$ cat src/source/dcache_pkg.sv
// L1 data cache shared definitions
// Geometry of the sets and ways, request and store encodings,
// tag/valid/dirty entry layout and the per-bank memory controls
package dcache_pkg;

  // Cache geometry
  localparam int DCACHE_L1_ASSOCIATIVITY = 4;
  localparam int DCACHE_L1_WAY_IDX_LEN   = 2;
  localparam int DCACHE_L1_N_SETS        = 16;
  localparam int DCACHE_L1_IDX_LEN       = 4;
  // Line and doubleword size in bytes
  localparam int DCACHE_L1_LINE_SIZE     = 32;
  localparam int DCACHE_L1_WORD_SIZE     = 8;
  localparam int DCACHE_L1_BYTE_OFF_LEN  = 5;
  // Tag/valid/dirty entry
  localparam int DCACHE_L1_TAG_LEN       = 22;
  localparam int DCACHE_L1_TVD_LEN       = 24;
  localparam int DCACHE_L1_TVD_BE_LEN    = 3;

  // Tvd write value codes, bit 1 is valid and bit 0 is dirty
  // All clear also wipes the tag
  localparam logic [1:0] TVD_WR_CLEAR = 2'b00;
  localparam logic [1:0] TVD_WR_VALID = 2'b10;
  localparam logic [1:0] TVD_WR_DIRTY = 2'b11;

  // Stage-0 request kinds
  typedef enum logic [3:0] {
    d0_ReadLsq,
    d0_ReadD1,
    d0_ReadL2,
    d0_WriteCleanLineD1,
    d0_WriteDirtyLineD1,
    d0_WriteStoreD1,
    d0_CleanDirty,
    d0_ReadUpdate,
    d0_ResetLines
  } d0_req_type_e;

  // Store size: byte, halfword, word, doubleword
  typedef enum logic [1:0] {B, HW, W, DW} store_width_e;

  // Dirty in bit 0, valid in bit 1, tag on top
  typedef struct packed {
    logic [DCACHE_L1_TAG_LEN-1:0] tag;
    logic                         valid;
    logic                         dirty;
  } tvd_entry_t;

  typedef logic [DCACHE_L1_LINE_SIZE-1:0][7:0] line_t;

  typedef struct packed {
    logic                            cs;
    logic                            we;
    logic [DCACHE_L1_TVD_BE_LEN-1:0] be;
  } tmem_ctrl_t;

  typedef struct packed {
    logic                           cs;
    logic                           we;
    logic [DCACHE_L1_LINE_SIZE-1:0] be;
  } dmem_ctrl_t;

endpackage

$ cat src/source/d1_way_select.sv
// Stage-1 way selector
// Picks the hit line, registers hit and dirty vectors for stage 0
// and keeps a round-robin victim pointer per set
`timescale 1ns/1ns

module d1_way_select (
  input  logic                                                   clk_i,
  input  logic                                                   arst_n_i,
  input  logic                                                   rd_issue_i,
  input  logic [dcache_pkg::DCACHE_L1_IDX_LEN-1:0]               index_i,
  input  logic [dcache_pkg::DCACHE_L1_ASSOCIATIVITY-1:0]         hit_i,
  input  dcache_pkg::tvd_entry_t [dcache_pkg::DCACHE_L1_ASSOCIATIVITY-1:0] entry_vec_i,
  input  dcache_pkg::line_t [dcache_pkg::DCACHE_L1_ASSOCIATIVITY-1:0]      line_vec_i,
  output logic [dcache_pkg::DCACHE_L1_ASSOCIATIVITY-1:0]         hit_vec_o,
  output logic [dcache_pkg::DCACHE_L1_ASSOCIATIVITY-1:0]         replace_vec_o,
  output logic [dcache_pkg::DCACHE_L1_ASSOCIATIVITY-1:0]         one_hot_dirty_vec_o,
  output logic                                                   d1_valid_o,
  output logic                                                   d1_hit_o,
  output dcache_pkg::line_t                                      d1_line_o,
  output logic                                                   d1_dirty_o
);

  import dcache_pkg::*;

  logic                               valid_q;
  logic [DCACHE_L1_IDX_LEN-1:0]       idx_q;
  logic [DCACHE_L1_WAY_IDX_LEN-1:0]   rr_ptr_q [DCACHE_L1_N_SETS];
  logic [DCACHE_L1_ASSOCIATIVITY-1:0] hit_now;
  logic [DCACHE_L1_ASSOCIATIVITY-1:0] dirty_now;
  logic [DCACHE_L1_ASSOCIATIVITY-1:0] repl_now;
  logic                               inv_found;

  // Lookup issued in the previous cycle
  always_ff @(posedge clk_i or negedge arst_n_i) begin
    if (!arst_n_i) begin
      valid_q <= 1'b0;
    end else begin
      valid_q <= rd_issue_i;
    end
  end

  always_ff @(posedge clk_i) begin
    idx_q <= index_i;
  end

  assign hit_now   = valid_q ? hit_i : '0;
  assign d1_valid_o = valid_q;
  assign d1_hit_o  = |hit_now;
  assign d1_dirty_o = |dirty_now;

  // One-hot line mux and dirty-hit vector
  always_comb begin
    d1_line_o = '0;
    for (int k = 0; k < DCACHE_L1_ASSOCIATIVITY; k++) begin
      dirty_now[k] = hit_now[k] & entry_vec_i[k].dirty;
      if (hit_now[k]) begin
        d1_line_o = d1_line_o | line_vec_i[k];
      end
    end
  end

  // Victim is the lowest invalid way, else the set pointer
  always_comb begin
    repl_now  = '0;
    inv_found = 1'b0;
    for (int k = 0; k < DCACHE_L1_ASSOCIATIVITY; k++) begin
      if (!entry_vec_i[k].valid && !inv_found) begin
        repl_now[k] = 1'b1;
        inv_found   = 1'b1;
      end
    end
    if (!inv_found) begin
      repl_now[rr_ptr_q[idx_q]] = 1'b1;
    end
  end

  always_ff @(posedge clk_i or negedge arst_n_i) begin
    if (!arst_n_i) begin
      hit_vec_o           <= '0;
      one_hot_dirty_vec_o <= '0;
      replace_vec_o       <= '0;
      for (int s = 0; s < DCACHE_L1_N_SETS; s++) begin
        rr_ptr_q[s] <= '0;
      end
    end else if (valid_q) begin
      hit_vec_o           <= hit_now;
      one_hot_dirty_vec_o <= dirty_now;
      replace_vec_o       <= repl_now;
      // Full set and a miss, move on to the next victim
      if (!d1_hit_o && !inv_found) begin
        rr_ptr_q[idx_q] <= rr_ptr_q[idx_q] + 1'b1;
      end
    end
  end

  // A tag lives in one way of a set at most
  assert property (@(posedge clk_i) disable iff (!arst_n_i) valid_q |-> $onehot0(hit_i))
    else $error("ERR %0t: tag hits in more than one way", $time);

endmodule

$ cat config.mk
export PLATFORM = sky130hd
export DESIGN_NAME = d1_way_select
export DESIGN_NICKNAME = d
export VERILOG_FILES = /design/src/source/dcache_pkg.sv /design/src/source/d1_way_select.sv
export SDC_FILE = /design/constraint.sdc
export NUM_CORES = 1
export LEC_CHECK = 0
export ABC_AREA = 0
export BUFFER_PORTS_ARGS = -buffer_cell sky130_fd_sc_hd__buf_2
export CORE_AREA = 2 2 545 547
export CTS_BUF_LIST = sky130_fd_sc_hd__clkbuf_8
export DETAILED_ROUTE_END_ITERATION = 8
export DIE_AREA = 0 0 547 549
export PLACE_DENSITY = 0.3
export SYNTH_ARGS = -nofsm -noshare
export SYNTH_HDL_FRONTEND = slang
export SYNTH_SLANG_ARGS = --single-unit
$ cat constraint.sdc
create_clock -name clk_i -period 3.1 [get_ports clk_i]
set_input_delay 0.62 -clock clk_i [delete_from_list [all_inputs] [get_ports clk_i]]
set_output_delay 0.62 -clock clk_i [all_outputs]
set_load 0.01 [all_outputs]
# Yosys cells after proc, flatten, opt, wreduce, memory -nomap -nowiden
# Cells that the tools add are included.
# op_classes
order_cmp	4
bitwise_logic	9
n_mux	21
reduce_logical	16
addsub	1
# ops
op	count
$mux W256	4
$or A256 B256 Y256	3
$bwmux W32	1
$bmux W2 S4	1
$demux W2 S4	1
$mux W1	8
$mux W4	2
$reduce_or A4 Y1	2
$logic_not A1 Y1	7
$logic_and A1 B1 Y1	6
$mux W2	3
$ge A5 B5 Y1 const B	1
$lt A5 B1 Y1 const B	1
$not A4 Y5	1
$and A1 B1 Y1	4
$or A4 B4 Y4	1
$lt A2 B3 Y1 const B	1
$add A2 B1 Y2 const B	1
$demux W1 S2	1
$ge A2 B1 Y1 const B	1
$reduce_and A2 Y1	1
# word_totals
ff_bits	49
word_cells	72

# Depth between registers and ports, before layout
# Gate-level depths: netlist (run 1).
# depth
ltp_word	12
mapped_depth	7
depth_no_buf	6

# Least setup slack after synthesis (run 1)
# Ideal clock, no wire load.
# synth_timing
kind	input port to output port
startpoint	input port hit_i[0] (netlist name)
endpoint	output port d1_line_o[103] (netlist name)
path_buffers	3
path_slack_ps	648
path_stages	5
arrival_ps	1832
required_ps	2480
path_cell_list	clkbuf_1 clkbuf_1 clkbuf_1 a22oi_1 a21boi_0
# synth_lines
element	line	text
start, declared	d1_way_select.sv:11	input logic [dcache_pkg::DCACHE_L1_ASSOCIATIVITY-1:0] hit_i,
end, declared	d1_way_select.sv:19	output dcache_pkg::line_t d1_line_o,

==> reports/summary.md, run 1 <==
After Yosys synthesis, full adders, half adders and majority gates account for 0.570% of the synthesized area. For this run, the number of Yosys warnings is 0. Of the available clock period, the critical path in the final layout requires 98.6%. Once the floorplan was initialized, standard cells occupied 2.98% of the core. STA puts the critical path data required time at 2.48 ns.

The library cells used most frequently in the layout, excluding fill and tap cells, are 1274 x buf_2, 508 x a22oi_1, 257 x a21boi_0. The placed wire-length estimate is 216 mm, and the peak fanout along the critical path is 56. The number of synthesized flops with an enable pin is 0, and the synthesized area per cell is 8.04 um2. At the later pin of the worst-skew pair, clock insertion delay measures 0.39 ns. Met2 track demand over resource: 22.6%.

After technology mapping, the gate count stands at 1092. Measured along the y axis, the die boundary spans 549 um. Full die area: 300000 um2. The total of fill cells in the finished design is 34900. The die is 547 um wide. Setup slack on the worst reg-to-reg path comes out at 0.24 ns.

TritonCTS built the clock tree. For the count of routing violations after the opening detailed-route iteration, the log shows 1815. For this design, the slowest cell found on the critical path is dfrtp_4. The clock transition at the registers of the reported paths was 0.13 ns; the number of endpoints with negative hold slack in the final report was 0. Hold timing on the final database bottoms out at a slack of 0.342 ns. In this run the worst hold path is classified as in -> reg. In this run the static leakage power is 9.54 nW. The worst setup path is launched from a flip-flop. The run finished with clean final reports.

Setup repair after global routing left no endpoint under its margin. Synthesis inferred 49 register bits. The run gives 14.7% as the global-route total usage across every layer.

The number of core rows came out at 200. The most common cell after layout, fill and taps aside is buf_2. The synthesized netlist devotes 1.40% of its cell area to XOR and XNOR gates.

The critical path class was reg -> out. Walking the worst path, the cells encountered are buf_12 > buf_4 > a21boi_0 > buf_2. The post-detailed-route count of antenna-violating nets was 0. Global routing consumed, on the met3 layer, 9.51% of the routing resources. Overall overflow remaining after global route: 0.

Arrival time of data at the critical path endpoint: 2.44 ns. The global routing stage identified its most utilized layer as met2. The final core utilization was 7.56%; the count of input and output buffers was 1313.

The number of antenna violations at the first check in global routing was 451; the share of post-route cells with drive strength above 1 was 63.1%. Across the run, the number of max-cap violations was 0. For the pin with the worst max-slew slack, the measured transition is 1.02 ns.

Setup violations remaining at the end of the flow were counted as 0. After synthesis, the netlist uses 34 different library cells. For the TritonCTS buffer count, the log shows 5. In the synthesized netlist, mux cells make up 4.85% of the area. For the detailed-routing iteration count for the pre-antenna-repair pass, the log shows 6. The number of buffers between clock root and the deepest sink was 2; the setup skew after layout was 0.0361 ns.

The logs give 327 MHz for the highest clock rate and 0.168 mV for the largest vdd supply drop. STA classifies the critical path endpoint as an output pin. For the finished layout, the period the worst path requires is 3.06 ns. Via density per instance: 2.91.

The run gives 16.9% as the fraction of met1 tracks used by global routing. The via count of the first global-routing pass is 17400, and the complex-gate fraction of the synthesized area is 66.9%. The simple-gate portion of the synthesized area was 5.32%; the post-synth net total was 2227. The signed area change from the synthesized netlist to the final layout is 154%, and the weighted congestion reported at the end of routability-driven placement is 0.988. The total area inside the core boundary comes to 295000 um2.

The run gives 3559 as the number of nets in the finished design. The total number of clock tree sinks is 49, and the pin count of the biggest net entering global routing is 74. The cell area that synthesis handed to floorplanning was 8780 um2. In the final routed layout, each cell accounts on average for 35.7 um.

Pin placement for this block handled 1402 I/O pins. For this run, the leading register cell type out of synthesis is dfrtp_1. Global-route wire length before repair: 268 mm. The tree is rooted in a clkbuf_8. Max-slew violation total from the final report: 0. For this run, design rule violations remaining after detail routing come to 0. The total power per unit cell area was 200 nW/um2; the remaining max-slew budget at the tightest pin was 32.2%. By area, the combinational part of the netlist is dominated by compound AO/OA/AOI/OAI gates. The total via count after detailed routing came out at 18900. The largest stage delay on the critical path came out at 0.69 ns. The sequential element share of the synthesized area was 13.7%; the level count of the clock H-tree was 2.

Wires add up to 232 mm. In the synthesized netlist the async set-or-reset flop fraction comes to 91.8%.
-- worst paths after layout --
path / from / to / cells after the start
max in group asynchronous: arst_n_i / d1_valid_o$_DFF_PN0_ / 2
min in group asynchronous: arst_n_i / d1_valid_o$_DFF_PN0_ / 2
max: d1_valid_o$_DFF_PN0_ / d1_line_o[182] / 4
min: index_i[2] / idx_q[2]$_DFF_P_ / 1
min reg2reg: rr_ptr_q[18]$_DFFE_PN0P_ / rr_ptr_q[18]$_DFFE_PN0P_ / 1
max reg2reg: idx_q[0]$_DFF_P_ / rr_ptr_q[19]$_DFFE_PN0P_ / 5
-- where the power goes --
part	internal (mW)	switching, mW	leakage (nW)
Combinational	1.34	1.86	8.86
Clock	0.172	0.389	0.0515
Sequential	0.668	0.0343	0.627
-- cell usage after synthesis (3+ instances only) --
cell      instances  area, um2
mux2_2           10        113
nand4_1           3       18.8
mux4_2            8        180
nand3_1           6       30.0
ha_1              4       50.1
nor2_1            4       15.0
xor2_1           14        123
inv_1             9       33.8
nand2b_1          3       18.8
nor4_2            7       87.6
nand2_1           8       30.0
buf_2             4       20.0
clkbuf_1        144        541
o21ai_0           5       25.0
a21boi_0        258       1940
dfxtp_1           4       80.1
nor4_4            9        191
mux2_1           10        113
a22oi_1         514       3860
dfrtp_1          45       1130
-- through the flow --
step / TNS [ns] / instances / worst slack, ns / cell area (um2) / total power, mW
2_1_floorplan: 0 / 1092 / 0.648 / 8780 / 1.62
3_3_place_gp: -1.08 / 6356 / -0.250 / 21800 / 3.95
3_5_place_dp: -1.06 / 6356 / -0.219 / 21800 / 3.96
4_1_cts: 0 / 6364 / 0.0446 / 22000 / 4.61
5_1_grt: 0 / 6419 / 0.0571 / 22100 / 4.73
6_report: 0 / 6501 / 0.0443 / 22300 / 4.46
-- worst max-delay path, delay by kind of cell (launching register included) --
family                 cells  cell delay [ns]
buffers and inverters      3             0.74
DFF                        1             0.69
AOI/OAI and AO/OA          1             0.45
-- cell type report --
| cell class | count | area (um2) | share of cell area, % |
|---|---|---|---|
| Inverter | 9 | 33.8 | 0.151 |
| Antenna cell | 137 | 343 | 1.54 |
| Sequential cell | 49 | 1210 | 5.43 |
| Multi-Input combinational cell | 881 | 6960 | 31.2 |
| Timing Repair Buffer | 1478 | 8720 | 39.1 |
| Clock buffer | 5 | 68.8 | 0.309 |
| Tap cell | 3939 | 4930 | 22.1 |
| Clock inverter | 3 | 28.8 | 0.129 |
-- sequential cells by signal (all words and copies together) (netlist names) --
signal               flops
d1_valid_o               1
hit_vec_o                4
idx_q                    4
one_hot_dirty_vec_o      4
replace_vec_o            4
rr_ptr_q                32
-- cells by family after synthesis --
family	count (synthesis)
mux	30
flops	49
buf+inv	162
compound gates	784
simple gates	49
fa+ha+maj	4
xor+xnor	14
-- routing by layer --
layer,vias up,routed length (um)
met1,8652,88500
met3,733,36500
met4,236,7550
met2,1898,97700
li1,7389,-
met5,-,1620
-- what timing repair did --
item / CTS / global route
resized for setup: 8 / 1
buffers inserted: 0 / 0
hold buffers: 0 / 0
endpoints found under the setup margin: 8 / 1
No activity file was read; power rests on OpenSTA's default activity.
==> inputs of run 2 (changes only) <==
- ABC_AREA: 0 -> 1
- CELL_PAD_IN_SITES_DETAIL_PLACEMENT: default -> 0
- CELL_PAD_IN_SITES_GLOBAL_PLACEMENT: default -> 1
- CORE_AREA: 2 2 545 547 -> 2 2 544 546
- CTS_CLUSTER_DIAMETER: default -> 30
- DIE_AREA: 0 0 547 549 -> 0 0 546 548
==> reports/summary.md, run 2 <==
The largest stage delay on the critical path came out at 0.41 ns (-0.28 ns). The most numerous cell on the critical path was buf_12. The part of the power in combinational logic is 72.6% (+0.9 points), and the switching power share of the total is 53.5% (+2.5 points). Fraction of power consumed by sequential logic: 15.3% (-0.4 points). The global-route total usage across every layer is 14.0% (-0.66 points).

The share of synthesized area spent on multiplexers was 0% (-4.8 points). In the synthesized netlist, the cells that appear most often are 1210 x nand2_1, 260 x nand4_1, 76 x clkbuf_1. STA classifies the critical path endpoint as an output pin. The leakage power figure is 9.59 nW (+0.50%), and the overall overflow remaining after global route is 0 (unchanged). For the endpoint required time on the critical path, the log shows 2.48 ns (about the same).

The run gives 0 (unchanged) as the final setup violation count. The most common cell after layout, fill and taps aside is buf_2. Setup repair after global routing could not meet its margin everywhere. Following the worst setup path forward leads to its endpoint at d1_line_o[134]. For the arrival time of data at the critical path endpoint, the log shows 2.46 ns (+0.02 ns). The start of the worst register-to-register path is idx_q[0]$_DFF_P_. The signal on the critical path passes through buf_12 > nand2_2 > inv_8 > buf_12 > buf_12 > nand2_1 > nand4_1 > buf_2. The count of routing violations after the opening detailed-route iteration is 1445 (-20%). The detailed-routing iteration count for the pre-antenna-repair pass is 5 (-1), and the top-area cell type share of the netlist area is 54.3% (+10 points). The total power per unit cell area was 211 nW/um2 (+5.2%); the global-route wire length before repair was 263 mm (-2.0%). The height of the chip works out to 548 um (-0.18%). The level count of the clock H-tree was 2 (unchanged). The share of flip-flops with an asynchronous set or reset is 91.8% (unchanged). The period utilization came out at 99.4% (+0.84 points). The critical path starts at d1_valid_o$_DFF_PN0_. Final core utilization: 7.19% (-0.36 points).

The setup slack on the worst flop-to-flop path was 0.82 ns (+0.58 ns); the weighted congestion reported at the end of routability-driven placement was 0.976 (-1.3%). The tools report the via count of the first global-routing pass as 19100 (+10%). For the number of design rule violations left after detail routing, the log shows 0 (unchanged). The per-cell routed wire length came out at 31.4 um (-12%). Flip-flop count of the largest register after layout: 32 (unchanged). The core outline area was 293000 um2 (-0.67%); the adder and majority gate portion of the synthesized area was 0.598% (+0.028 points). The run gives 324 MHz (-0.85%) as the highest clock rate.

Total standard cell area after synthesis: 8360 um2 (-4.7%). The remaining max-slew budget at the tightest pin is 52.4% (+20 points), and the cell count after synthesis is 1723 (+58%). The total via count after detailed routing is 19500 (+2.9%), and the count of input and output buffers is 1313 (unchanged).

The share of the synthesized netlist area taken by xor and xnor gates was 0% (-1.4 points); the TritonCTS buffer count was 5 (unchanged). The post-synthesis cell type count is 26 (-24%), and the largest vdd supply drop is 0.148 mV (-11%). The synthesized area per cell was 4.85 um2 (-40%). The effective utilization at floorplan is 2.85% (-0.12 points), and the total number of clock tree sinks is 49 (unchanged). The number of nets in the finished design is 4153 (+17%), and the number of buffers between clock root and the deepest sink is 2 (unchanged).

Most instantiated flip-flop cell in the synthesis netlist: dfrtp_1. Number of core rows: 199 (-0.50%). TritonCTS built the clock tree. The tools report the setup skew after layout as 0.0132 ns (-0.0229 ns). The pin count of the biggest net entering global routing is 57 (-23%). The number of max-capacitance violations reported is 0 (unchanged), and the worst setup slack after placement is 0.121 ns (+0.340 ns).

The biggest area contributor in the post-synthesis netlist is nand2_1. The complex-gate fraction of the synthesized area came out at 1.21% (-66 points). The area growth from synthesis to layout is 152%. Logic depth of the worst register-to-register path: 11 (+6). The simple-gate portion of the synthesized area was 76.4% (+71 points); the post-synth net total was 2858 (+28%).

The wire length reported by the detailed router was 220 mm (-5.1%). Total of flip-flops plus latches after synthesis: 49 (unchanged). The top cell types in the final layout, fill and taps aside, are 1287 x buf_2, 1206 x nand2_1, 260 x nand4_1. The clock latency at the later pin of the worst-skew pair is 0.34 ns (-0.05 ns). The classification of the worst-slack hold path is in -> async.

The share of post-route cells with drive strength above 1 was 47.7% (-15 points). The run finished with clean final reports. Number of antenna violations at the first check in global routing: 360 (-20%).

The number of endpoints with negative hold slack in the final report is 0 (unchanged), and the net switching component of the power is 2.38 mW (+4.3%). The kind of start point of the critical path was a flip-flop. The portion of total power attributed to the clock network is 12.1% (-0.5 points), and the worst-margin pin slew is 0.711 ns (-0.305 ns).

The post-detailed-route count of antenna-violating nets is 0 (unchanged). In the post-synthesis netlist, the cell with the most instances is nand2_1. The internal power contribution is 2.06 mW (-5.5%), and the top-level I/O count is 1402 (unchanged). The count of synthesis-stage warnings from yosys is 0 (unchanged). The placed wire-length estimate is 206 mm (-4.7%), and the via density per instance is 2.78 (-4.5%). Sorting the synthesized cells by area gives the leading types as nand2_1 54%, nand4_1 19%, dfrtp_1 13%, clkbuf_1 3.4%, buf_2 2.0%.

The run gives 0 (unchanged) as the number of hold-repair buffers added at the cts stage. The final worst slack came out at 0.0183 ns (-0.0261 ns). The peak fanout along the critical path was 27 (-52%); the max-slew violation total from the final report was 0 (unchanged). The post-route worst hold slack was 0.171 ns (-0.171 ns); the horizontal extent of the die was 546 um (-0.18%). After synthesis, the largest family of logic cells by area is simple AND/OR/NAND/NOR gates.

The critical path class is reg -> out. The clock period minus worst slack is 3.08 ns (+0.0261 ns), and the sequential element share of the synthesized area is 14.4% (+0.68 points). The number of synthesized flops with an enable pin is 0 (unchanged). The cell with the largest stage delay on the worst path is dfrtp_1. The register with the most flip-flops in the final layout is rr_ptr_q. The clock transition at the registers of the reported paths is 0.12 ns (about the same). The run gives 299000 um2 (-0.36%) as the full die area. Capture instance of the worst register-to-register path: rr_ptr_q[9]$_DFFE_PN0P_. CTS placed an instance of clkbuf_8 at the clock tree root.
## run 2: cell count changes after synthesis, sizes merged, moves of 34 or more
cell,delta
buf,+34
clkbuf,-68
a22oi,-512
nand2,+1204
nand4,+257
a21boi,-258
## run 2: cells by family (layout without fill, tap and decap cells)
family / after synthesis / after routing
flip-flops: 49 / 49
adder cells (fa/ha/maj): 4 / 4
buffers and inverters: 151 / 1447
AO/OA/AOI/OAI: 17 / 17
AND/OR/NAND/NOR: 1502 / 1502
other: 0 / 67
## run 2: worst min-delay path by stage
stage                                  start                  endpoint  slack, ns
floorplan                           arst_n_i      d1_valid_o$_DFF_PN0_       0.32
global placement     rr_ptr_q[2]$_DFFE_PN0P_   rr_ptr_q[2]$_DFFE_PN0P_       0.47
detailed placement  rr_ptr_q[15]$_DFFE_PN0P_  rr_ptr_q[15]$_DFFE_PN0P_       0.47
CTS                                 arst_n_i  hit_vec_o[3]$_DFFE_PN0P_       0.16
global route                        arst_n_i  hit_vec_o[2]$_DFFE_PN0P_       0.17
finish                              arst_n_i  hit_vec_o[2]$_DFFE_PN0P_       0.17
## run 2: per-stage QoR
step / std cells / TNS, ns / area, um2 / power, mW
3_3_place_gp: 6926 / 0 / 20700 / 4.01
4_1_cts: 6937 / 0 / 20900 / 4.58
6_report: 7005 / 0 / 21100 / 4.44
5_1_grt: 6956 / -0.141 / 21000 / 4.72
2_1_floorplan: 1723 / 0 / 8360 / 1.52
3_5_place_dp: 6926 / 0 / 20700 / 3.99
## run 2: what timing repair did
item	CTS	global route
resized for setup	9	6
gates cloned	0	1
setup endpoints to repair	14	11
pin swaps	2	2
setup buffers	3	0
## run 2: critical path, delay by kind of cell (launching register included)
kind	cells	cell delay [ns]
buf+inv	5	0.91
simple gates	3	0.69
flops	1	0.41
## run 2: area by class of cell
type                    instances  area [um2]
diodes                         67         168
clock buffers                   5        68.8
clock inverters                 3        50.0
fillers                     35300      272000
inverters                      32         164
multi-input cells            1523        6550
flip-flops and latches         49        1210
well taps                    3919        4900
repair buffers               1407        7970
## run 2: metal layers
layer / wire, um / up-vias / global-route usage (%)
met5: 1420 / - / 0
met4: 4160 / 218 / 1.14
met3: 25400 / 548 / 6.71
met2: 93600 / 1509 / 21.8
met1: 95600 / 8902 / 18.1
li1: - / 8279 / -
## run 2: power groups by stage
stage	sequential (mW)	clock (mW)	combinational (mW)
6_report	0.678	0.538	3.23
5_1_grt	0.683	0.594	3.44
4_1_cts	0.679	0.570	3.33
3_5_place_dp	0.692	0	3.30
3_3_place_gp	0.692	0	3.31
2_1_floorplan	0.691	0	0.825
==> inputs of run 3 (changes only) <==
- ABC_AREA: 1 -> default
- CORE_AREA: 2 2 544 546 -> 2 2 539 541
- DIE_AREA: 0 0 546 548 -> 0 0 541 543
- SKIP_CTS_REPAIR_TIMING: default -> 1
==> reports/summary.md, run 3 (synthesized netlist as in run 1, its figures left out) <==
The logs give -0.108 ns (-0.229 ns) for the worst setup slack after placement and 7.60% (+0.41 points) for the final core utilization. For the number of core rows, the log shows 197 (-1.0%). The final worst slack came out at 0.0859 ns (+0.0677 ns).

The placed wire-length estimate was 216 mm (+4.7%); the flip-flop count of the largest register after layout was 32 (unchanged). The setup slack on the worst flop-to-flop path came out at 0.71 ns (-0.11 ns). Top-level I/O count: 1402 (unchanged). The count of input and output buffers is 1313 (unchanged), and the arrival time of data at the critical path endpoint is 2.39 ns (-0.07 ns). The tools report the total number of clock tree sinks as 49 (unchanged). The setup path with the least slack is of type in -> out. The post-detailed-route count of antenna-violating nets came out at 0 (unchanged).

Setup repair after global routing left no endpoint under its margin. The run gives 0.0282 ns (+0.0150 ns) as the setup skew after layout. Number of antenna violations at the first check in global routing: 401 (+11%). The number of max-capacitance violations reported is 0 (unchanged), and the pin count of the biggest net entering global routing is 90 (+58%).

The run gives 3593 (-13%) as the number of nets in the finished design. The height of the chip was 543 um (-0.91%). The total via count after detailed routing came out at 18400 (-5.3%). The share of post-route cells with drive strength above 1 came out at 63.3% (+16 points). The tools report the wire length reported by the detailed router as 232 mm (+5.4%). Core outline area: 287000 um2 (-1.9%). In the layout the commonest cells are 1301 x buf_2, 514 x a22oi_1, 257 x a21boi_0. The classification of the worst-slack hold path was in -> async. The run gives 9.61 nW (+0.28%) as the leakage power figure.

Sort of element at the end of the critical path: an output pin. The clock transition at the registers of the reported paths was 0.14 ns (+0.02 ns); the level count of the clock H-tree was 2 (unchanged). The total negative slack is 0 ns (unchanged).

The remaining max-slew budget at the tightest pin is 43.7% (-8.7 points), and the max-slew violation total from the final report is 0 (unchanged). TritonCTS buffer count: 5 (unchanged). The number of buffers between clock root and the deepest sink is 2 (unchanged), and the number of cells in the finished layout apart from fillers is 6310 (-9.9%). Horizontal extent of the die: 541 um (-0.92%).

The logic depth of the worst register-to-register path was 7 (-4); the via count of the first global-routing pass was 17700 (-7.6%). The final setup violation count is 0 (unchanged), and the worst-margin pin slew is 0.845 ns (+0.134 ns). The via density per instance is 2.92 (+5.1%). Peak fanout along the critical path: 46 (+70%). The per-cell routed wire length came out at 36.8 um (+17%). The root buffer cell was clkbuf_8.

The clock latency at the later pin of the worst-skew pair is 0.38 ns (+0.04 ns). The kind of start point of the critical path is an input pin. TritonCTS built the clock tree.

The number of endpoints with negative hold slack in the final report was 0 (unchanged). Detailed-routing iteration count for the pre-antenna-repair pass: 8 (+3). For the count of routing violations after the opening detailed-route iteration, the log shows 1449 (+0.28%). The clock period minus worst slack is 3.01 ns (-0.0677 ns). For the global-route wire length before repair, the log shows 271 mm (+3.0%). The overall overflow remaining after global route came out at 0 (unchanged). The capture instance of the worst register-to-register path was rr_ptr_q[19]$_DFFE_PN0P_.

Endpoint required time on the critical path: 2.48 ns (about the same). The register containing the most flip-flops in the final layout is rr_ptr_q. The run gives 3.05% (+0.20 points) as the effective utilization at floorplan. The weighted congestion reported at the end of routability-driven placement was 0.898 (-8.0%). The most common cell after layout, fill and taps aside is buf_2. The total power per unit cell area is 205 nW/um2 (-2.6%), and the number of design rule violations left after detail routing is 0 (unchanged). The largest vdd supply drop is 0.175 mV (+18%), and the signed area change from the synthesized netlist to the final layout is 149%. The highest clock rate came out at 332 MHz (+2.2%).

The tools report the full die area as 294000 um2 (-1.8%). The flow ran to the end, and the final reports show no timing, DRC or antenna violations. The number of placed cells counting well taps came out at 6232 (-10%). The run gives 34200 (-3.3%) as the total of fill cells in the finished design. The start of the worst register-to-register path was idx_q[0]$_DFF_P_. The global-route total usage across every layer was 15.1% (+1.0 points); the period utilization was 97.2% (-2.2 points).
[run 3: final cells by class]
type                    instances  area, um2  share of cell area (%)
well taps                    3781       4730                    21.7
diodes                         70        175                   0.802
repair buffers               1512       8650                    39.6
multi-input cells             881       6930                    31.7
inverters                       9       33.8                   0.155
clock inverters                 3       48.8                   0.223
clock buffers                   5       68.8                   0.315
flip-flops and latches         49       1210                    5.54
[run 3: worst max path at each step]
stage / start / end / slack [ns] / depth (start not counted)
6_report: hit_i[2] / d1_line_o[248] / 0.09 / 5
5_1_grt: hit_i[2] / d1_line_o[49] / 0.01 / 5
4_1_cts: hit_i[1] / d1_line_o[6] / -0.11 / 7
3_5_place_dp: hit_i[1] / d1_line_o[6] / -0.11 / 7
3_3_place_gp: hit_i[1] / d1_line_o[6] / -0.15 / 7
2_1_floorplan: hit_i[0] / d1_line_o[103] / 0.65 / 5
[run 3: metrics by stage]
step	cell area, um2	hold slack, ns	total power [mW]
final	21800	0.306	4.48
after floorplan	8780	0.324	1.62
after detailed placement	21500	0.457	3.96
after global routing	21700	0.303	4.75
after CTS	21700	0.283	4.62
after global placement	21500	0.466	3.96
[run 3: worst max-delay path: stages]
cell and delay, ns:
buf_8 0.39, buf_4 0.34, a22oi_1 0.11, a21boi_0 0.51, buf_2 0.25
[run 3: report_power, final]
group          total [mW]  internal (mW)  switching, mW
Clock               0.611          0.248          0.362
Combinational        3.18           1.29           1.89
Sequential          0.697          0.668         0.0289
[run 3: per-layer routing]
metal  GRT usage, %  part of all wire, %  up-vias
met5              0                 0.67        -
met4           1.35                  2.0      238
met3           9.46                   15      662
met2           24.0                   43     1698
met1           17.6                   39     8444
li1               -                    -     7381
